==> config.mk <==
export PLATFORM = sky130hd
export DESIGN_NAME = instr_mem
export DESIGN_NICKNAME = d
export VERILOG_FILES = /design/src/sprite_core_pkg.sv /design/src/instr_mem.sv
export VERILOG_INCLUDE_DIRS = /design/src
export SDC_FILE = /design/constraint.sdc
export NUM_CORES = 2
export LEC_CHECK = 0
export BUFFER_PORTS_ARGS = -buffer_cell sky130_fd_sc_hd__buf_2
export CAP_MARGIN = 30
export CORE_MARGIN = 2
export CORE_UTILIZATION = 30
export CTS_CLUSTER_SIZE = 8
export DETAILED_ROUTE_END_ITERATION = 6
export HOLD_SLACK_MARGIN = 0.06
export RECOVER_POWER = 50
export SYNTH_ARGS = -nofsm -noshare
export SYNTH_HDL_FRONTEND = slang
export SYNTH_SLANG_ARGS = --single-unit
==> constraint.sdc <==
create_clock -name pixel_clk_in -period 6.1 [get_ports pixel_clk_in]
set_input_delay 0.61 -clock pixel_clk_in [delete_from_list [all_inputs] [get_ports pixel_clk_in]]
set_output_delay 0.61 -clock pixel_clk_in [all_outputs]
set_load 0.05 [all_outputs]
==> src/sprite_core_defines.svh <==
`ifndef SPRITE_CORE_DEFINES_SVH
`define SPRITE_CORE_DEFINES_SVH

// Datapath and instruction widths
`define SC_XLEN        32
`define SC_ILEN        36

// Storage sizes
`define SC_NUM_REGS    32
`define SC_NUM_SPRITES 64
`define SC_NUM_FIELDS  8
`define SC_PROG_DEPTH  64  // Also the halt address

// Canvas of 320 x 240 with 8 animation frames
`define SC_X_W         9
`define SC_Y_W         8
`define SC_FRAME_W     3

`endif

==> src/sprite_core_pkg.sv <==
`include "sprite_core_defines.svh"

package sprite_core_pkg;

  typedef enum logic [7:0] {
    OP_NOP   = 8'h00,
    OP_LI    = 8'h01,
    OP_ADDI  = 8'h02,
    OP_SUBI  = 8'h03,
    OP_ADD   = 8'h04,
    OP_SUB   = 8'h05,  // Saturates at zero
    OP_SPLI  = 8'h10,
    OP_SPADD = 8'h11,
    OP_LISP  = 8'h12,
    OP_BEQ   = 8'h20,
    OP_BNE   = 8'h21,
    OP_JMP   = 8'h22
  } opcode_e;

  typedef struct packed {
    logic                               pad;
    logic [11:0]                        imm;  // Branch target for BEQ, BNE, JMP
    logic [$clog2(`SC_NUM_REGS)-1:0]    rs2;
    logic [$clog2(`SC_NUM_REGS)-1:0]    rs1;
    logic [$clog2(`SC_NUM_REGS)-1:0]    rd;
    opcode_e                            opcode;
  } reg_fmt_t;

  typedef struct packed {
    logic [1:0]                         pad;
    logic [11:0]                        imm;
    logic [$clog2(`SC_NUM_REGS)-1:0]    rs1;  // Destination for LISP
    logic [$clog2(`SC_NUM_FIELDS)-1:0]  field;
    logic [$clog2(`SC_NUM_SPRITES)-1:0] sprite_id;
    opcode_e                            opcode;
  } spr_fmt_t;

  typedef union packed {
    reg_fmt_t r;
    spr_fmt_t s;
  } instr_u;

  typedef struct packed {
    logic                               we;
    logic [$clog2(`SC_PROG_DEPTH)-1:0]  addr;
    logic [`SC_ILEN-1:0]                data;
  } prog_wr_t;

  typedef struct packed {
    logic                               valid;
    logic                               to_sprite;
    logic [$clog2(`SC_NUM_REGS)-1:0]    rd;
    logic [$clog2(`SC_NUM_SPRITES)-1:0] sprite_id;
    logic [$clog2(`SC_NUM_FIELDS)-1:0]  field;
    logic [`SC_XLEN-1:0]                data;
  } ex_result_t;

  typedef struct packed {
    logic                               taken;
    logic [$clog2(`SC_PROG_DEPTH)-1:0]  target;
  } redirect_t;

  typedef struct packed {
    logic                               valid;
    logic [`SC_X_W-1:0]                 x;
    logic [`SC_Y_W-1:0]                 y;
    logic [`SC_FRAME_W-1:0]             frame;
  } sprite_out_t;

endpackage

==> src/instr_mem.sv <==
`include "sprite_core_defines.svh"

module instr_mem
  import sprite_core_pkg::*;
(
  input  logic                              pixel_clk_in,
  input  prog_wr_t                          prog_wr,
  input  logic [$clog2(`SC_PROG_DEPTH)-1:0] fetch_pc,
  output logic [`SC_ILEN-1:0]               instr_word
);

  logic [`SC_ILEN-1:0] mem [`SC_PROG_DEPTH];

  // Load port, used while the core is held in reset
  always_ff @(posedge pixel_clk_in) begin
    if (prog_wr.we) begin
      mem[prog_wr.addr] <= prog_wr.data;
    end
  end

  always_ff @(posedge pixel_clk_in) begin
    instr_word <= mem[fetch_pc];  // Word valid one edge after the PC
  end

endmodule

==> results.cfg <==
[layout]
multi_input_area_um2 = 17400
fin_nets = 4251
area_growth_pct = 18.2
fin_cells = 8255
regArea_um2 = 69900
nFillCells = 26500
final_cell_area_um2 = 104000
finish.utilization_pct = 35.7
drive_gt1_share_pct = 27.5

[drt]
routed_wl_mm = 231
dr.pass1.iters = 7
vias_per_cell = 5.14
wl_per_cell_um = 28.0
postRouteAntennaNets = 0
first_iter_violations = 4934
vias = 42400
drc = 3

[cts]
clockBufferDepth = 4
clkSlewWorstSetupHoldPaths_ps = 50
cts_buffers = 342
postCtsSetupBuffers = 0
h-tree-depth = 5
clock_sinks = 2340
clock_latency_ps = 930
cts_tree = yes
clockRootBuffer = clkbuf_16

[die]
rows = 198
die_area_um2 = 298000
die_h_um = 546
ios = 86
chipWidth_um = 546
start_util_pct = 30.2
coreArea_um2 = 291000

[worst_setup_path]
start_kind = input pin
required_ps = 6420
worstReg2RegEnd = instr_word[16]
critical_path_arrival_ps = 3530
endpoint_kind = flip-flop
reg2regPathDepth = 5
crit_fanout = 53
rrSetupSlack_ps = 3980
reg2reg_from = mem[1][16]
critPathKind = input pin to flip-flop

[yosys]
synthAdderAreaFrac_pct = 0
avgSynthCellArea_um2 = 23.3
syn_area_um2 = 88000
synth_top_area_share_pct = 78.6
ys_seq_area_share_pct = 79.5
ys_top_cells_by_area = edfxtp_1 79%, mux4_2 14%, o22ai_1 0.87%
synth_cell_types = 37
yosys_warnings = 0
syn-num-nets = 3830
synth_area_leader_cell = edfxtp_1
synthMuxAreaShare_pct = 15.1
synth_simple_gate_area_share_pct = 1.56
netlist_instances = 3780
synth_xor_area_share_pct = 0
synth_top_family_by_area = multiplexers
synth_compound_area_share_pct = 2.60
ys_ff_latch = 2340

[place]
place_ws_ps = 1980
portBuffers = 85
hpwl_mm = 135
dp.cells = 7738
place_congestion = 0.796
place_area_um2 = 95000

[status]
status = finished with violations
violations = DRC, capacitance limit, slew limit

[sta]
setup_violations = 0
period_needed_ps = 3210
fmax_ghz = 0.311
hold_viol_final = 0
fin_ws_ps = 2890
tightest_slew_ps = 3180
clock_skew_ps = 57.0
slew_viol_final = 1801
slew-limit-headroom_pct = -112
tns_ps = 0
timing.final.crit_share_pct = 52.6
rsz0062_at_grt = no
hold-worst-slack_ps = 238

[hold_path]
hold_start = prog_wr[5]
hold-path-endpoint = mem[39][5]
min-delay-path-class = input pin to flip-flop
hold_depth = 1

[grt]
grt_max_degree = 106
grt.met1_usage_pct = 20.8
grt_pass1_wl_mm = 329
grt-ovfl-total = 0
top_usage_layer = met2
use_met2_pct = 24.5
grt_pass1_vias = 43600
grt_usage_pct = 15.3
grt_antenna_before_repair = 23
met3_usage_pct = 2.84

[power]
powerDensity_nw_per_um2 = 349
vdd_ir_drop_max_mv = 0.222
finalPower_mw = 36.3
p_leak_nw = 31.8

[job]
drv_cap = 43
worst max path at each step:
stage,from,to,slack (ps),cells after the start
2_1_floorplan,prog_wr[39],mem[48][0],2050,4
3_3_place_gp,fetch_pc[2],instr_word[19],1480,9
3_5_place_dp,fetch_pc[2],instr_word[21],1980,9
4_1_cts,fetch_pc[2],instr_word[21],2960,9
5_1_grt,prog_wr[35],mem[28][35],2680,3
6_report,prog_wr[35],mem[28][35],2890,3
cells by family after synthesis:
kind of cell | after synthesis
AOI/OAI and AO/OA | 316
and+or+nand+nor | 278
muxes | 634
DFF | 2340
buffers and inverters | 212
cells in the final DEF (no fill, tap or decap), types with 51 or more instances in the layout:
| cell | instances |
|---|---|
| buf_4 | 110 |
| mux2i_1 | 71 |
| nor2_4 | 57 |
| clkbuf_16 | 353 |
| mux4_2 | 556 |
| clkbuf_1 | 202 |
| buf_2 | 51 |
| a22oi_1 | 76 |
| o22ai_1 | 123 |
| edfxtp_1 | 2304 |
routing by layer:
metal	share of wire (%)	vias up
met2	48	1820
li1	-	17200
met5	0.099	-
met3	7.2	393
met4	3.3	10
met1	41	23100
cells in the mapped netlist, drive strengths merged:
cell type,instances
a211oi,42
a221oi,2
a22oi,76
a311oi,1
a31oi,7
and2,5
and3,8
and4,5
buf,123
clkbuf,89
dfxtp,36
edfxtp,2304
mux2,7
mux2i,71
mux4,556
nand2,28
nand2b,11
nand3,45
nand3b,2
nand4,2
nand4b,1
nor2,101
nor2b,36
nor3,3
nor4,26
o2111a,1
o211ai,7
o221ai,34
o22a,23
o22ai,123
or2,2
or3,2
or3b,1
final cells by class:
cell class                      count  area share [%]
Sequential cell                  2340            67.2
Multi-Input combinational cell   1228            16.8
Clock buffer                      482            8.96
Tap cell                         3900            4.69
Timing Repair Buffer              289            2.30
Antenna cell                       13          0.0313
Clock inverter                      3          0.0217
critical path, stage by stage:
cell,delay [ps]
dlygate4sd3_1,520
clkbuf_1,480
clkbuf_1,1840
timing repair:
action	CTS	global route
hold buffers	11	2
gates resized for setup	0	0
endpoints found under the hold margin	95	14
state kept, by name, summed over array words and instances, names as in the netlist:
| register | cells |
|---|---|
| instr_word | 36 |
| mem | 2304 |
report_power, final:
| part | internal, mW | switching [mW] | total [mW] |
|---|---|---|---|
| Sequential | 17.9 | 0.0852 | 17.9 |
| Clock | 10.4 | 6.32 | 16.7 |
| Combinational | 0.564 | 1.12 | 1.68 |
(Power assumes the default switching activity.)
