<file path="src/sprite_core_defines.svh">
`ifndef SPRITE_CORE_DEFINES_SVH
`define SPRITE_CORE_DEFINES_SVH

// Datapath and instruction widths
`define SC_XLEN        32
`define SC_ILEN        36

// Storage sizes
`define SC_NUM_REGS    32
`define SC_NUM_SPRITES 64
`define SC_NUM_FIELDS  8
`define SC_PROG_DEPTH  64  // Also the halt address

// Canvas of 320 x 240 with 8 animation frames
`define SC_X_W         9
`define SC_Y_W         8
`define SC_FRAME_W     3

`endif

</file>
<file path="src/sprite_core_pkg.sv">
`include "sprite_core_defines.svh"

package sprite_core_pkg;

  typedef enum logic [7:0] {
    OP_NOP   = 8'h00,
    OP_LI    = 8'h01,
    OP_ADDI  = 8'h02,
    OP_SUBI  = 8'h03,
    OP_ADD   = 8'h04,
    OP_SUB   = 8'h05,  // Saturates at zero
    OP_SPLI  = 8'h10,
    OP_SPADD = 8'h11,
    OP_LISP  = 8'h12,
    OP_BEQ   = 8'h20,
    OP_BNE   = 8'h21,
    OP_JMP   = 8'h22
  } opcode_e;

  typedef struct packed {
    logic                               pad;
    logic [11:0]                        imm;  // Branch target for BEQ, BNE, JMP
    logic [$clog2(`SC_NUM_REGS)-1:0]    rs2;
    logic [$clog2(`SC_NUM_REGS)-1:0]    rs1;
    logic [$clog2(`SC_NUM_REGS)-1:0]    rd;
    opcode_e                            opcode;
  } reg_fmt_t;

  typedef struct packed {
    logic [1:0]                         pad;
    logic [11:0]                        imm;
    logic [$clog2(`SC_NUM_REGS)-1:0]    rs1;  // Destination for LISP
    logic [$clog2(`SC_NUM_FIELDS)-1:0]  field;
    logic [$clog2(`SC_NUM_SPRITES)-1:0] sprite_id;
    opcode_e                            opcode;
  } spr_fmt_t;

  typedef union packed {
    reg_fmt_t r;
    spr_fmt_t s;
  } instr_u;

  typedef struct packed {
    logic                               we;
    logic [$clog2(`SC_PROG_DEPTH)-1:0]  addr;
    logic [`SC_ILEN-1:0]                data;
  } prog_wr_t;

  typedef struct packed {
    logic                               valid;
    logic                               to_sprite;
    logic [$clog2(`SC_NUM_REGS)-1:0]    rd;
    logic [$clog2(`SC_NUM_SPRITES)-1:0] sprite_id;
    logic [$clog2(`SC_NUM_FIELDS)-1:0]  field;
    logic [`SC_XLEN-1:0]                data;
  } ex_result_t;

  typedef struct packed {
    logic                               taken;
    logic [$clog2(`SC_PROG_DEPTH)-1:0]  target;
  } redirect_t;

  typedef struct packed {
    logic                               valid;
    logic [`SC_X_W-1:0]                 x;
    logic [`SC_Y_W-1:0]                 y;
    logic [`SC_FRAME_W-1:0]             frame;
  } sprite_out_t;

endpackage

</file>
<file path="src/execute_stage.sv">
`include "sprite_core_defines.svh"

module execute_stage
  import sprite_core_pkg::*;
(
  input  logic                               pixel_clk_in,
  input  logic                               rst_in,
  input  logic [`SC_ILEN-1:0]                instr_word,
  input  logic                               ifetch_valid,
  output logic [$clog2(`SC_NUM_REGS)-1:0]    rs1_addr,
  output logic [$clog2(`SC_NUM_REGS)-1:0]    rs2_addr,
  input  logic [`SC_XLEN-1:0]                rs1_data,
  input  logic [`SC_XLEN-1:0]                rs2_data,
  output logic [$clog2(`SC_NUM_SPRITES)-1:0] sp_id,
  output logic [$clog2(`SC_NUM_FIELDS)-1:0]  sp_field,
  input  logic [`SC_XLEN-1:0]                sp_data,
  output redirect_t                          redirect,
  output ex_result_t                         ex_res
);

  instr_u              ins;
  opcode_e             op;
  logic                spr_form;
  logic [`SC_XLEN-1:0] src_a;
  logic [`SC_XLEN-1:0] src_b;
  logic [`SC_XLEN-1:0] src_sp;
  logic [`SC_XLEN-1:0] imm_r;
  logic [`SC_XLEN-1:0] imm_s;
  logic                take;
  ex_result_t          res_d;
  ex_result_t          res_q;
  logic                res_valid;

  assign ins      = instr_u'(instr_word);
  assign op       = ins.r.opcode;
  assign spr_form = (op == OP_SPLI) || (op == OP_SPADD) || (op == OP_LISP);

  assign rs1_addr = spr_form ? ins.s.rs1 : ins.r.rs1;
  assign rs2_addr = ins.r.rs2;
  assign sp_id    = ins.s.sprite_id;
  assign sp_field = ins.s.field;

  assign imm_r = `SC_XLEN'(ins.r.imm);
  assign imm_s = `SC_XLEN'(ins.s.imm);

  // Bypass from the result that commits at the coming edge
  assign src_a = (ex_res.valid && !ex_res.to_sprite && ex_res.rd == rs1_addr) ?
                 ex_res.data : rs1_data;
  assign src_b = (ex_res.valid && !ex_res.to_sprite && ex_res.rd == rs2_addr) ?
                 ex_res.data : rs2_data;
  assign src_sp = (ex_res.valid && ex_res.to_sprite && ex_res.sprite_id == sp_id &&
                   ex_res.field == sp_field) ? ex_res.data : sp_data;

  always_comb begin
    res_d           = '0;
    res_d.rd        = ins.r.rd;
    res_d.sprite_id = ins.s.sprite_id;
    res_d.field     = ins.s.field;
    take            = 1'b0;
    case (op)
      OP_LI: begin
        res_d.valid = 1'b1;
        res_d.data  = imm_r;
      end
      OP_ADDI: begin
        res_d.valid = 1'b1;
        res_d.data  = src_a + imm_r;
      end
      OP_SUBI: begin
        res_d.valid = 1'b1;
        res_d.data  = src_a - imm_r;  // Wraps
      end
      OP_ADD: begin
        res_d.valid = 1'b1;
        res_d.data  = src_a + src_b;
      end
      OP_SUB: begin
        res_d.valid = 1'b1;
        res_d.data  = (src_a < src_b) ? '0 : src_a - src_b;
      end
      OP_SPLI: begin
        res_d.valid     = 1'b1;
        res_d.to_sprite = 1'b1;
        res_d.data      = imm_s;
      end
      OP_SPADD: begin
        res_d.valid     = 1'b1;
        res_d.to_sprite = 1'b1;
        res_d.data      = src_sp + src_a;
      end
      OP_LISP: begin
        res_d.valid = 1'b1;
        res_d.rd    = ins.s.rs1;
        res_d.data  = src_sp;
      end
      OP_BEQ: take = (src_a == src_b);
      OP_BNE: take = (src_a != src_b);
      OP_JMP: take = 1'b1;
      default: take = 1'b0;  // NOP and unknown codes
    endcase
  end

  assign redirect.taken  = ifetch_valid && take;
  assign redirect.target = ins.r.imm[$clog2(`SC_PROG_DEPTH)-1:0];

  always_ff @(posedge pixel_clk_in) begin
    if (rst_in) begin
      res_valid <= 1'b0;
    end else begin
      res_valid <= ifetch_valid && res_d.valid;  // Squashed words never commit
    end
  end

  always_ff @(posedge pixel_clk_in) begin
    res_q <= res_d;
  end

  assign ex_res = '{
    valid:     res_valid,
    to_sprite: res_q.to_sprite,
    rd:        res_q.rd,
    sprite_id: res_q.sprite_id,
    field:     res_q.field,
    data:      res_q.data
  };

endmodule

</file>
<file path="config.mk">
export PLATFORM = sky130hd
export DESIGN_NAME = execute_stage
export DESIGN_NICKNAME = d
export VERILOG_FILES = /design/src/sprite_core_pkg.sv /design/src/execute_stage.sv
export VERILOG_INCLUDE_DIRS = /design/src
export SDC_FILE = /design/constraint.sdc
export NUM_CORES = 1
export LEC_CHECK = 0
export BUFFER_PORTS_ARGS = -buffer_cell sky130_fd_sc_hd__buf_2
export CELL_PAD_IN_SITES_DETAIL_PLACEMENT = 1
export CELL_PAD_IN_SITES_GLOBAL_PLACEMENT = 2
export CORE_AREA = 2 2 164 166
export CTS_BUF_LIST = sky130_fd_sc_hd__clkbuf_4 sky130_fd_sc_hd__clkbuf_8
export CTS_CLUSTER_SIZE = 24
export DETAILED_ROUTE_END_ITERATION = 12
export DIE_AREA = 0 0 166 168
export GPL_TIMING_DRIVEN = 0
export PLACE_DENSITY_LB_ADDON = 0.1
export SYNTH_ARGS = -nofsm -noshare
export SYNTH_HDL_FRONTEND = slang
export SYNTH_SLANG_ARGS = --single-unit
</file>
<file path="constraint.sdc">
create_clock -name pixel_clk_in -period 6.44 [get_ports pixel_clk_in]
set_input_delay 0.644 -clock pixel_clk_in [delete_from_list [all_inputs] [get_ports pixel_clk_in]]
set_output_delay 0.644 -clock pixel_clk_in [all_outputs]
set_load 0.005 [all_outputs]
</file>
==> results.sh <==
export IMPL_cts_max_path_buffers=2
export IMPL_initial_core_util_pct=30.2
export IMPL_max_slew_margin_rel_pct=5.53
export IMPL_syn_num_nets=1283
export IMPL_row_count=60
export IMPL_clockPowerShare_pct=24.8
export IMPL_final_cell_count_no_fill=1643
export IMPL_ys_flop_type="dfxtp_1"
export IMPL_drc=0
export IMPL_dp_hpwl_mm=30.3
export IMPL_r2r_cells=21
export IMPL_reg2reg_from="ex_res[44]$_DFF_P_"
export IMPL_drv_slew=0
export IMPL_critPathKind="in -> reg"
export IMPL_tightest_slew_ns=1.42
export IMPL_fmax_mhz=161
export IMPL_hp_class="in -> reg"
export IMPL_nFillCells=3334
export IMPL_grt_usage_pct=26.6
export IMPL_diodes=0
export IMPL_finalCoreUtilization_pct=36.7
export IMPL_hold_end="ex_res[35]$_DFF_P_"
export IMPL_pre_cts_ws_ns=-1.76
export IMPL_grt_max_degree=17
export IMPL_initialDrtViolationCount=489
export IMPL_setup_violations_final=0
export IMPL_p_seq_share_pct=28.5
export IMPL_yosysSeqAreaShare_pct=12.1
export IMPL_synth_edf_count=0
export IMPL_placed_cells=1631
export IMPL_end_kind="flip-flop"
export IMPL_rsz0062_at_grt="no"
export IMPL_period_minus_slack_ns=6.23
export IMPL_syn_area_sq_um=7970
export IMPL_min_from="instr_word[8]"
export IMPL_core_area_sq_um=26400
export IMPL_place_gp_congestion=0.912
export IMPL_antenna_found_initial=0
export IMPL_pwr_share_comb_pct=46.6
export IMPL_dieArea_sq_um=27900
export IMPL_fin_crit_sh_pct=96.7
export IMPL_drive_gt1_share_pct=22.6
export IMPL_path_common_cell="a21o_1"
export IMPL_cp_arrival_ns=6.45
export IMPL_grt_pass1_vias=9390
export IMPL_synth_cell_types=88
export IMPL_final_common_cell="buf_2"
export IMPL_portBuffers=204
export IMPL_worstPathCellList="buf_2 -> xor2_1 -> nor4_4 -> nand3_1 -> clkbuf_2 -> clkdlybuf4s15_2 -> buf_2 -> mux2i_1 -> o221ai_1 -> ha_1 -> a21o_1 -> a21o_1 -> a21o_1 -> a21o_1 -> a21oi_1 -> o21ai_0 -> a221o_1 -> nand3_1 -> nand3_1 -> a21oi_1 -> xor2_1 -> o221ai_1"
export IMPL_p_switching_mw=0.455
export IMPL_swShare_pct=41.7
export IMPL_vdd_drop_max_mv=0.0836
export IMPL_maxCapViolations=0
export IMPL_ys_ff_latch=48
export IMPL_status="completed"
export IMPL_worstPathRequired_ns=6.66
export IMPL_power_density_nw_per_um2=113
export IMPL_fin_setup_tns_ns=0
export IMPL_detailedRoute_firstPassIterationCount=5
export IMPL_finalHoldViolations=0
export IMPL_fin_skew_ns=0.0351
export IMPL_wl_per_cell_microns=23.2
export IMPL_cts_sinks=48
export IMPL_intPower_mw=0.637
export IMPL_grt_pass1_wl_mm=57.3
export IMPL_critical_path_slowest_cell="a21oi_1"
export IMPL_clk_latency_ns=0.37
export IMPL_clkTransAtPathRegs_ns=0.15
export IMPL_area_growth_pct=21.3
export IMPL_netlist_instances=1085
export IMPL_numCtsBuffers=5
export IMPL_cts_tree="built"
export IMPL_ant_nets=0
export IMPL_slowest_delay_ns=0.50
export IMPL_root_buffer="clkbuf_8"
export IMPL_vias_per_cell=5.67
export IMPL_num_vias=9310
export IMPL_ys_warn_count=0
export IMPL_leakagePower_nw=4.93
export IMPL_cp_startpoint="instr_word[22]"
export IMPL_cts_hold_buf=0
export IMPL_fin_ws_ns=0.211
export IMPL_r2r_end="ex_res[21]$_DFF_P_"
export IMPL_final_cell_mix="buf_2 (208), nand2_1 (165), a21oi_1 (72)"
export IMPL_grt_ovfl_total=0
export IMPL_synthArstFlopShare_pct=0
export IMPL_avgSynthCellArea_sq_um=7.34
export IMPL_rrSetupSlack_ns=0.24
export IMPL_die_x_microns=166
export IMPL_ios=209
export IMPL_worstHoldPathCells=1
export IMPL_startpoint_type="input port"
export IMPL_drt_wl_total_mm=38.1
export IMPL_crit_fanout=10
export IMPL_cts_max_level=2
export IMPL_fin_nets=1499
export IMPL_die_h_microns=168
==> worst max-delay path, delay by kind of cell <==
family | cells | cell delay (ns)
xor+xnor | 2 | 0.40
simple gates | 4 | 1.07
compound gates | 10 | 2.22
fa+ha+maj | 1 | 0.44
buf+inv | 4 | 1.35
mux | 1 | 0.31
==> kinds of logic after synthesis <==
logic type	Yosys count	synth area share [%]
fa+ha+maj	65	10.3
mux	72	9.18
xor+xnor	80	8.79
simple gates	362	22.3
flops	48	12.1
compound gates	351	31.2
buf+inv	107	6.15
==> power by group through the flow <==
stage	Combinational [mW]	Sequential [mW]	Clock, mW
finish	0.509	0.312	0.271
global route	0.562	0.313	0.283
CTS	0.502	0.312	0.275
detailed placement	0.497	0.319	0
global placement	0.493	0.318	0
floorplan	0.325	0.318	0
==> stage by stage <==
step / hold WS (ns) / power [mW] / area [sq um]
6_report: 0.454 / 1.09 / 9670
5_1_grt: 0.444 / 1.16 / 9670
4_1_cts: 0.451 / 1.09 / 9620
3_5_place_dp: 0.669 / 0.815 / 9450
3_3_place_gp: 0.667 / 0.812 / 9420
2_1_floorplan: 0.605 / 0.643 / 7970
==> routing by layer <==
metal | up-vias | track usage (%) | routed length, microns
met2 | 300 | 43.6 | 17100
li1 | 4480 | - | -
met3 | 42 | 3.71 | 2090
met4 | 0 | 7.41 | 884
met5 | - | 0 | 0
met1 | 4488 | 36.5 | 18000
==> worst max path at each step <==
stage                               to  slack [ns]
floorplan           ex_res[28]$_DFF_P_        1.10
detailed placement  ex_res[29]$_DFF_P_       -1.76
global placement    ex_res[15]$_DFF_P_       -1.72
global route        ex_res[21]$_DFF_P_        0.03
CTS                 ex_res[28]$_DFF_P_       0.007
finish              ex_res[21]$_DFF_P_        0.21
==> Yosys cell counts, types with 8 or more instances <==
master | count | share of area, %
inv_1 | 28 | 1.3
a221oi_1 | 9 | 0.99
or3_1 | 10 | 0.79
xnor2_1 | 46 | 5.1
ha_1 | 61 | 9.6
and2_1 | 10 | 0.79
mux2i_1 | 65 | 8.2
o21ai_0 | 48 | 3.0
nand2_1 | 165 | 7.8
nor2b_1 | 15 | 1.2
nand4_1 | 8 | 0.63
nor2_1 | 50 | 2.4
clkbuf_1 | 48 | 2.3
dfxtp_1 | 48 | 12
xor2_1 | 34 | 3.7
a21o_1 | 54 | 5.1
nand2b_1 | 21 | 1.6
a21oi_1 | 72 | 4.5
o21bai_1 | 9 | 0.85
or2_2 | 8 | 0.63
nand3_1 | 20 | 1.3
o221ai_1 | 49 | 5.4
buf_4 | 21 | 2.0
and3_1 | 14 | 1.1
o21ai_1 | 8 | 0.50
a31oi_1 | 16 | 1.3
a221o_1 | 13 | 1.6
nor3_1 | 9 | 0.57
==> repair_timing <==
action,4_1_cts,5_1_grt
cloned,0,0
setup endpoints to repair,33,28
setup buffers,2,2
pin swaps,1,1
gates resized for setup,10,23
==> flip-flops by register name, summed over array words and instances (netlist names) <==
name / cells
ex_res: 47
res_valid: 1
==> final cells by class <==
type	instances	area [sq um]	share of cell area [%]
buffer	78	409	4.23
clock inverter	3	46.3	0.479
timing repair buffer	209	1060	11.0
inverter	29	109	1.13
tap	341	427	4.41
multi-input combinational	930	6590	68.1
sequential	48	961	9.94
clock buffer	5	68.8	0.712
Power figures use the tool's default switching activity.
