--- src/sprite_core_defines.svh ---
`ifndef SPRITE_CORE_DEFINES_SVH
`define SPRITE_CORE_DEFINES_SVH

// Datapath and instruction widths
`define SC_XLEN        32
`define SC_ILEN        36

// Storage sizes
`define SC_NUM_REGS    32
`define SC_NUM_SPRITES 64
`define SC_NUM_FIELDS  8
`define SC_PROG_DEPTH  64  // Also the halt address

// Canvas of 320 x 240 with 8 animation frames
`define SC_X_W         9
`define SC_Y_W         8
`define SC_FRAME_W     3

`endif

--- src/sprite_core_pkg.sv ---
`include "sprite_core_defines.svh"

package sprite_core_pkg;

  typedef enum logic [7:0] {
    OP_NOP   = 8'h00,
    OP_LI    = 8'h01,
    OP_ADDI  = 8'h02,
    OP_SUBI  = 8'h03,
    OP_ADD   = 8'h04,
    OP_SUB   = 8'h05,  // Saturates at zero
    OP_SPLI  = 8'h10,
    OP_SPADD = 8'h11,
    OP_LISP  = 8'h12,
    OP_BEQ   = 8'h20,
    OP_BNE   = 8'h21,
    OP_JMP   = 8'h22
  } opcode_e;

  typedef struct packed {
    logic                               pad;
    logic [11:0]                        imm;  // Branch target for BEQ, BNE, JMP
    logic [$clog2(`SC_NUM_REGS)-1:0]    rs2;
    logic [$clog2(`SC_NUM_REGS)-1:0]    rs1;
    logic [$clog2(`SC_NUM_REGS)-1:0]    rd;
    opcode_e                            opcode;
  } reg_fmt_t;

  typedef struct packed {
    logic [1:0]                         pad;
    logic [11:0]                        imm;
    logic [$clog2(`SC_NUM_REGS)-1:0]    rs1;  // Destination for LISP
    logic [$clog2(`SC_NUM_FIELDS)-1:0]  field;
    logic [$clog2(`SC_NUM_SPRITES)-1:0] sprite_id;
    opcode_e                            opcode;
  } spr_fmt_t;

  typedef union packed {
    reg_fmt_t r;
    spr_fmt_t s;
  } instr_u;

  typedef struct packed {
    logic                               we;
    logic [$clog2(`SC_PROG_DEPTH)-1:0]  addr;
    logic [`SC_ILEN-1:0]                data;
  } prog_wr_t;

  typedef struct packed {
    logic                               valid;
    logic                               to_sprite;
    logic [$clog2(`SC_NUM_REGS)-1:0]    rd;
    logic [$clog2(`SC_NUM_SPRITES)-1:0] sprite_id;
    logic [$clog2(`SC_NUM_FIELDS)-1:0]  field;
    logic [`SC_XLEN-1:0]                data;
  } ex_result_t;

  typedef struct packed {
    logic                               taken;
    logic [$clog2(`SC_PROG_DEPTH)-1:0]  target;
  } redirect_t;

  typedef struct packed {
    logic                               valid;
    logic [`SC_X_W-1:0]                 x;
    logic [`SC_Y_W-1:0]                 y;
    logic [`SC_FRAME_W-1:0]             frame;
  } sprite_out_t;

endpackage

--- src/sprite_scanner.sv ---
`include "sprite_core_defines.svh"

module sprite_scanner
  import sprite_core_pkg::*;
(
  input  logic                               pixel_clk_in,
  input  logic                               rst_in,
  input  logic                               new_frame,
  output logic [$clog2(`SC_NUM_SPRITES)-1:0] scan_id,
  input  logic [3:0][`SC_XLEN-1:0]           scan_fields,
  output sprite_out_t                        sprite_out
);

  logic [$clog2(`SC_NUM_SPRITES):0] idx;  // MSB set when idle
  logic                             scanning;
  logic                             hit;
  logic                             out_valid;
  logic [`SC_X_W-1:0]               x_q;
  logic [`SC_Y_W-1:0]               y_q;
  logic [`SC_FRAME_W-1:0]           frame_q;

  assign scanning = !idx[$clog2(`SC_NUM_SPRITES)];
  assign scan_id  = idx[$clog2(`SC_NUM_SPRITES)-1:0];
  assign hit      = scanning && (scan_fields[0] != '0);

  always_ff @(posedge pixel_clk_in) begin
    if (rst_in) begin
      idx       <= {1'b1, {$clog2(`SC_NUM_SPRITES){1'b0}}};
      out_valid <= 1'b0;
    end else begin
      if (new_frame) begin
        idx <= '0;  // Restart even mid-scan
      end else if (scanning) begin
        idx <= idx + 1'b1;
      end
      out_valid <= hit;
    end
  end

  // Position holds its last value for inactive sprites
  always_ff @(posedge pixel_clk_in) begin
    if (hit) begin
      x_q     <= scan_fields[1][`SC_X_W-1:0];
      y_q     <= scan_fields[2][`SC_Y_W-1:0];
      frame_q <= scan_fields[3][`SC_FRAME_W-1:0];
    end
  end

  assign sprite_out = '{valid: out_valid, x: x_q, y: y_q, frame: frame_q};

endmodule

--- config.mk ---
export PLATFORM = sky130hd
export DESIGN_NAME = sprite_scanner
export DESIGN_NICKNAME = d
export VERILOG_FILES = /design/src/sprite_core_pkg.sv /design/src/sprite_scanner.sv
export VERILOG_INCLUDE_DIRS = /design/src
export SDC_FILE = /design/constraint.sdc
export NUM_CORES = 1
export LEC_CHECK = 0
export ABC_CLOCK_PERIOD_IN_PS = 5720
export BUFFER_PORTS_ARGS = -buffer_cell sky130_fd_sc_hd__buf_2
export CAP_MARGIN = 15
export CORE_MARGIN = 1.5
export CORE_UTILIZATION = 31
export DETAILED_ROUTE_END_ITERATION = 6
export PLACE_DENSITY_LB_ADDON = 0.25
export SLEW_MARGIN = 5
export SYNTH_ARGS = -nofsm -noshare
export SYNTH_HDL_FRONTEND = slang
export SYNTH_SLANG_ARGS = --single-unit
--- constraint.sdc ---
create_clock -name pixel_clk_in -period 5.72 [get_ports pixel_clk_in]
set_clock_uncertainty 0.05 [all_clocks]
set_input_delay 0.858 -clock pixel_clk_in [delete_from_list [all_inputs] [get_ports pixel_clk_in]]
set_output_delay 0.858 -clock pixel_clk_in [all_outputs]
set_load 0.05 [all_outputs]
==> flow_summary.yaml, run 1 <==
synth:
  yosysTopAreaCell: "edfxtp_1"
  syn_area_per_cell_um2: 15.1
  synthTopCellsByCount: "edfxtp_1, dfxtp_1, nor4_1"
  postSynth.asyncResetShare: 0
  ys_ff_latch: 28
  syn-num-nets: 203
  ys_types: 24
  ys.flop_type: "edfxtp_1"
  yosysSeqAreaShare: 0.709
  synthTopCellsByArea: "edfxtp_1, dfxtp_1, buf_4"
  synth-edff-count: 20
  synthCells: 71
  ys.warnings.count: 0
  synth_top_area_share: 0.560
  yosysMostFrequentCell: "edfxtp_1"
  syn_area_um2: 1070
clock_network:
  ctsResizeCount: 0
  clock_sink_count: 28
  htree_levels: 1
  cts-root-buf: "clkbuf_4"
  clk_transition_reported_paths_ps: 150
  cts_tree: "built"
  clk_latency_ps: 320
  cts_hold_buf: 0
  cts_buffers: 3
  clk_path_buf_depth: 2
  postCtsSetupRepairBufs: 0
placement:
  place_hpwl_mm: 1.99
  globalplace.congestion: 0.651
  portBuffers: 81
run:
  max_cap_violations: 0
sta:
  hold_violations: 0
  finalSetupViolCount: 0
  min_period_ps: 2120
  tns_ps: 0
  maxSlewHeadroom: 0.306
  slew_viol_final: 0
  hold_ws_ps: 459
  worstMarginPinSlew_ps: 1040
  fmax_ghz: 0.471
  timing.final.crit_share: 0.371
  rsz0062_at_grt: "no"
floorplanning:
  rows: 21
  dieWidth_um: 61.8
  io_pins: 158
  dieHeight_um: 61.8
  die_area_um2: 3820
  core_area_um2: 3340
  start_util: 0.321
min_path:
  whs_path_depth: 2
  hold_end: "idx[5]$_SDFFE_PP0N_"
  hp-start: "idx[5]$_SDFFE_PP0N_"
  hp-class: "flop to flop"
critical_path:
  r2r-start: "idx[6]$_SDFF_PP1_"
  rr_worst_depth: 1
  worst-path-buf-inv: 1
  cp.required_ps: 5620
  critPathKind: "primary input to flop"
  cp-startpoint: "scan_fields[28]"
  worstReg2RegEnd: "x_q[0]$_DFFE_PP_"
  cp_top_family: "compound AO/OA/AOI/OAI gates"
  crit_path_max_fanout: 20
  arrival_ps: 2020
  cp-start-kind: "primary input"
  worstPathCellList: "buf_2 -> nor4_1 -> and4_1 -> a21oi_2"
  worst_path_max_delay_cell: "a21oi_2"
  cpPeakStageDelay_ps: 820
  end_kind: "flop"
  r2r_slack_ps: 4080
route:
  first_pass_iters: 4
  wl_per_cell_um: 12.3
  detail_route.iter0.violations: 21
  ant_nets: 0
  wl_mm: 2.38
  vias: 854
  via_per_inst: 4.42
  drcViolationCount: 0
global_routing:
  antenna_found_initial: 0
  track_usage: 0.125
  grt_max_degree: 21
  grt_overflow: 0
  grt_pass1_vias: 785
  grt_pass1_wl_mm: 3.31
layout:
  drive_gt1_frac: 0.605
  insertedDiodeCount: 0
  syn_to_final_growth_pct: 41.7
  nFillCells: 344
  nNetsFinal: 280
run_status:
  run_status: "finished clean"
pwr:
  pwr_density_cell_nw_per_um2: 266
  vdd_drop_max_mv: 0.100
  p_leak_nw: 0.716
[cell usage in the layout, fill, tap and decap left out]
master	netlist	layout
a31oi_1	1	1
o21bai_1	1	1
edfxtp_1	20	20
mux2i_1	1	1
and2b_2	1	1
nand4b_4	1	1
dfxtp_1	8	8
a21oi_2	0	1
or3_1	1	1
nand2_1	1	1
and4_1	2	2
buf_2	0	81
nor2_1	5	5
clkbuf_16	0	1
nor4_1	8	8
clkbuf_4	0	3
a211oi_1	1	1
o21ai_0	1	1
or2_2	1	1
a21oi_1	2	1
ha_1	1	1
xnor2_1	1	1
xor2_1	3	3
nand4b_1	1	1
and3_1	1	1
[stage by stage]
stage               total power, mW   util  worst slack, ps  cell area, um^2  std cells
floorplan                     0.275      -             3140             1070         71
finish                        0.405  0.455             3600             1520        193
detailed placement            0.302  0.441             3180             1470        189
CTS                           0.412  0.455             3540             1520        193
global placement              0.301  0.441             3240             1470        189
global route                  0.423  0.455             3460             1520        193
[registers in the layout, indices dropped and copies added (netlist names)]
| signal | count |
|---|---|
| frame_q | 3 |
| idx | 7 |
| x_q | 9 |
| out_valid | 1 |
| y_q | 8 |
[cell type report]
class	count	area (um^2)	area share
timing repair buffer	81	405	0.267
tap	46	57.6	0.0379
clock buffer	4	47.5	0.0313
sequential	28	761	0.501
multi-input combinational	34	248	0.163
[per-layer routing]
layer	global-route usage	wire length, um	part of all wire
met1	0.119	834	0.35
met3	0.0435	297	0.12
met2	0.238	1230	0.51
met5	0	0	0
met4	0.0547	22	0.0092
[logic make-up (layout without fill, tap and decap cells)]
logic type,count (synthesis),in the layout,share of synthesized area
flops,28,28,0.709
simple gates,22,22,0.140
buf+inv,9,85,0.0630
compound gates,6,6,0.0338
xor+xnor,4,4,0.0327
fa+ha+maj,1,1,0.0117
mux,1,1,0.00934
[power breakdown]
group	internal (mW)	switching [mW]	leakage, nW	total, mW
combinational	0.0212	0.0430	0.435	0.0642
sequential	0.228	0.00369	0.255	0.232
clock	0.0534	0.0555	0.0261	0.109
[how the worst max path moves through the flow]
| stage | slack [ps] | cells past startpoint | to |
|---|---|---|---|
| finish | 3600 | 4 | x_q[0]$_DFFE_PP_ |
| global route | 3460 | 4 | y_q[0]$_DFFE_PP_ |
| CTS | 3540 | 4 | y_q[0]$_DFFE_PP_ |
| detailed placement | 3180 | 4 | x_q[1]$_DFFE_PP_ |
| global placement | 3240 | 4 | x_q[2]$_DFFE_PP_ |
| floorplan | 3140 | 3 | frame_q[0]$_DFFE_PP_ |
(Power assumes the default switching activity.)
==> run 2: changes to the inputs <==
- ABC_CLOCK_PERIOD_IN_PS: 5720 -> 1900
- CORE_UTILIZATION: 31 -> 26
- clock period: 5.72 -> 1.9 ns (I/O delays scaled with it)
==> flow_summary.yaml, run 2 (same netlist as run 1, synthesis figures left out) <==
critical_path:
  rr_worst_depth: 1
  r2r_slack_ps: 360
  cp-startpoint: "scan_fields[26]"
  cp.required_ps: 1740
  r2r-start: "idx[6]$_SDFF_PP1_"
  worst_path_max_delay_cell: "a21oi_2"
  cp_top_family: "compound AO/OA/AOI/OAI gates"
  cp.depth: 4
  cpPeakStageDelay_ps: 840
  cp-start-kind: "primary input"
  crit_path_max_fanout: 20
  end_kind: "flop"
  worst-path-buf-inv: 1
  crit_path_end: "y_q[0]$_DFFE_PP_"
  critPathKind: "primary input to flop"
  worstPathCellList: "buf_2 -> nor4_1 -> and4_1 -> a21oi_2"
  arrival_ps: 1470
  worstReg2RegEnd: "y_q[0]$_DFFE_PP_"
floorplanning:
  core_area_um2: 3970
  dieWidth_um: 67.2
  rows: 23
  die_area_um2: 4520
  io_pins: 158
  start_util: 0.270
  dieHeight_um: 67.2
sta:
  rsz0062_at_grt: "no"
  slew_viol_final: 0
  min_period_ps: 1630
  hold_violations: 0
  timing.final.crit_share: 0.858
  finalSetupViolCount: 0
  setup_ws_ps: 271
  maxSlewHeadroom: 0.286
  tns_ps: 0
  fmax_ghz: 0.614
  worstMarginPinSlew_ps: 1070
placement:
  place_hpwl_mm: 1.89
  dp_cells: 194
  place_ws_ps: -70.6
  globalplace.congestion: 0.745
  postPlaceCellArea_um2: 1480
  portBuffers: 81
clock_network:
  cts-root-buf: "clkbuf_8"
  cts_hold_buf: 0
  clk_latency_ps: 270
  clock_sink_count: 28
  cts_tree: "built"
  ctsResizeCount: 0
  clk_transition_reported_paths_ps: 100
  cts_buffers: 3
  clk_path_buf_depth: 2
  htree_levels: 1
  postCtsSetupRepairBufs: 0
layout:
  multi_input_area_um2: 248
  mostFrequentLayoutCells: "buf_2, edfxtp_1, nor4_1, dfxtp_1, nor2_1"
  drive_gt1_frac: 0.608
  reg_top3: "x_q x9, y_q x8, idx x7"
  fin_cells: 198
  regArea_um2: 761
  final_common_cell: "buf_2"
  largest_reg_flops: 9
  nNetsFinal: 281
  fin_area_um2: 1550
  insertedDiodeCount: 0
  syn_to_final_growth_pct: 44.6
  regMostFlops: "x_q"
  nFillCells: 377
route:
  ant_nets: 0
  wl_mm: 2.25
  vias: 850
  via_per_inst: 4.29
  first_pass_iters: 3
  drcViolationCount: 0
  detail_route.iter0.violations: 33
  wl_per_cell_um: 11.3
global_routing:
  grt_max_degree: 21
  track_usage: 0.0969
  antenna_found_initial: 0
  grt_pass1_wl_mm: 3.28
  grt_pass1_vias: 758
  grt_overflow: 0
pwr:
  finalPower_mw: 1.30
  pwr_density_cell_nw_per_um2: 841
  p_leak_nw: 0.729
  vdd_drop_max_mv: 0.245
run:
  max_cap_violations: 0
min_path:
  hp-class: "primary input to flop"
run_status:
  run_status: "finished clean"
## run 2: how the worst min path moves through the flow
stage	slack, ps	cells past startpoint	start	end
floorplan	310	1	rst_in	out_valid$_SDFF_PP0_
global placement	410	1	scan_fields[64]	y_q[0]$_DFFE_PP_
detailed placement	410	1	scan_fields[98]	frame_q[2]$_DFFE_PP_
CTS	120	1	scan_fields[98]	frame_q[2]$_DFFE_PP_
global route	120	1	scan_fields[98]	frame_q[2]$_DFFE_PP_
finish	130	1	scan_fields[98]	frame_q[2]$_DFFE_PP_
## run 2: per-layer routing
metal,vias up,track usage,part of all wire
met5,-,0,0
met4,0,0.0306,0.0027
met3,2,0.0317,0.14
met2,72,0.165,0.43
met1,361,0.116,0.42
li1,415,-,-
## run 2: power breakdown
part           total, mW  switching (mW)  internal, mW  leakage (nW)
logic              0.196           0.131        0.0654         0.439
registers          0.694         0.00837         0.686         0.255
clock network      0.413           0.184         0.229        0.0339
## run 2: per-stage QoR
stage | util | hold slack, ps
2_1_floorplan | - | 308
3_3_place_gp | 0.374 | 413
3_5_place_dp | 0.374 | 413
4_1_cts | 0.390 | 123
5_1_grt | 0.390 | 116
6_report | 0.390 | 128
## run 2: layout make-up
class | count | share of cell area
flip-flops and latches | 28 | 0.491
repair buffers | 82 | 0.266
clock buffers | 4 | 0.0428
well taps | 50 | 0.0404
multi-input cells | 34 | 0.160
==> run 3: changes to the inputs <==
==> constraint.sdc (replaced) <==
create_clock -name pixel_clk_in -period 1.9 [get_ports pixel_clk_in]
set_clock_uncertainty 0.05 [all_clocks]
set_input_delay 0.38 -clock pixel_clk_in [delete_from_list [all_inputs] [get_ports pixel_clk_in]]
set_output_delay 0.38 -clock pixel_clk_in [all_outputs]
set_load 0.05 [all_outputs]
==> flow_summary.yaml, run 3 (same netlist as run 1, synthesis figures left out) <==
run_status:
  run_status: "finished clean"
clock_network:
  ctsResizeCount: 0
  cts_hold_buf: 0
  clk_transition_reported_paths_ps: 90
  postCtsSetupRepairBufs: 0
  clk_path_buf_depth: 2
  cts_buffers: 3
  clk_latency_ps: 270
  cts_tree: "built"
  htree_levels: 1
  cts-root-buf: "clkbuf_8"
  clock_sink_count: 28
layout:
  reg_top3: "x_q x9, y_q x8, idx x7"
  mostFrequentLayoutCells: "buf_2, edfxtp_1, nor4_1, dfxtp_1, nor2_1"
  insertedDiodeCount: 0
  regMostFlops: "x_q"
  final_common_cell: "buf_2"
  fin_area_um2: 1550
  drive_gt1_frac: 0.608
  largest_reg_flops: 9
  nNetsFinal: 281
  syn_to_final_growth_pct: 44.6
floorplanning:
  io_pins: 158
  dieWidth_um: 67.2
  dieHeight_um: 67.2
  die_area_um2: 4520
  core_area_um2: 3970
  start_util: 0.270
  rows: 23
route:
  drcViolationCount: 0
  ant_nets: 0
  via_per_inst: 4.24
  wl_mm: 2.32
  wl_per_cell_um: 11.7
  first_pass_iters: 4
  detail_route.iter0.violations: 23
  vias: 839
sta:
  min_period_ps: 1740
  maxSlewHeadroom: 0.285
  slew_viol_final: 0
  hold_violations: 0
  setup_ws_ps: 163
  worstMarginPinSlew_ps: 1070
  timing.final.crit_share: 0.914
  rsz0062_at_grt: "no"
  finalSetupViolCount: 0
  fmax_ghz: 0.576
pwr:
  vdd_drop_max_mv: 0.358
  finalPower_mw: 1.29
  p_leak_nw: 0.729
  pwr_density_cell_nw_per_um2: 835
critical_path:
  cp_top_family: "compound AO/OA/AOI/OAI gates"
  crit_path_max_fanout: 20
  cp-start-kind: "primary input"
  worst_path_max_delay_cell: "a21oi_2"
  end_kind: "flop"
  worstPathCellList: "buf_2 -> nor4_1 -> and4_1 -> a21oi_2"
  worst-path-buf-inv: 1
  cpPeakStageDelay_ps: 850
  critPathKind: "primary input to flop"
  arrival_ps: 1580
  cp.required_ps: 1740
min_path:
  hp-class: "primary input to flop"
run:
  max_cap_violations: 0
placement:
  postPlaceCellArea_um2: 1480
  place_hpwl_mm: 1.94
  portBuffers: 81
  globalplace.congestion: 0.731
  place_ws_ps: -187
global_routing:
  grt_overflow: 0
  grt_max_degree: 21
  track_usage: 0.0992
  grt_pass1_wl_mm: 3.33
  grt_pass1_vias: 756
  antenna_found_initial: 0
==> run 3: final cells by class <==
| class | instances | area (um^2) |
|---|---|---|
| multi-input combinational | 34 | 248 |
| timing repair buffer | 82 | 413 |
| tap | 50 | 62.6 |
| fill | 402 | 2420 |
| sequential | 28 | 761 |
| clock buffer | 4 | 66.3 |
==> run 3: final timing paths <==
path | slack [ps] | depth (start not counted) | end | from
setup / recovery | 160 | 4 | y_q[7]$_DFFE_PP_ | scan_fields[24]
hold / removal | 230 | 1 | frame_q[2]$_DFFE_PP_ | scan_fields[98]
setup reg to reg | 370 | 1 | y_q[7]$_DFFE_PP_ | idx[6]$_SDFF_PP1_
hold reg to reg | 490 | 2 | idx[5]$_SDFFE_PP0N_ | idx[5]$_SDFFE_PP0N_
==> run 3: power breakdown <==
| part | switching [mW] | total, mW | internal [mW] |
|---|---|---|---|
| Sequential | 0.00790 | 0.694 | 0.686 |
| Combinational | 0.131 | 0.197 | 0.0655 |
| Clock | 0.175 | 0.403 | 0.229 |
| Total | 0.314 | 1.29 | 0.980 |
==> run 3: metrics by stage <==
stage	instances	hold slack (ps)	utilization	TNS [ps]
finish	198	231	0.390	0
floorplan	71	403	-	0
global placement	194	431	0.374	-3820
detailed placement	194	472	0.374	-3730
CTS	198	219	0.390	0
global route	198	210	0.390	0
==> run 3: layer usage <==
| layer | vias up | share of wire | global-route usage |
|---|---|---|---|
| li1 | 413 | - | - |
| met1 | 354 | 0.42 | 0.117 |
| met5 | - | 0 | 0 |
| met4 | 0 | 0 | 0.0153 |
| met3 | 0 | 0.14 | 0.0300 |
| met2 | 72 | 0.44 | 0.179 |
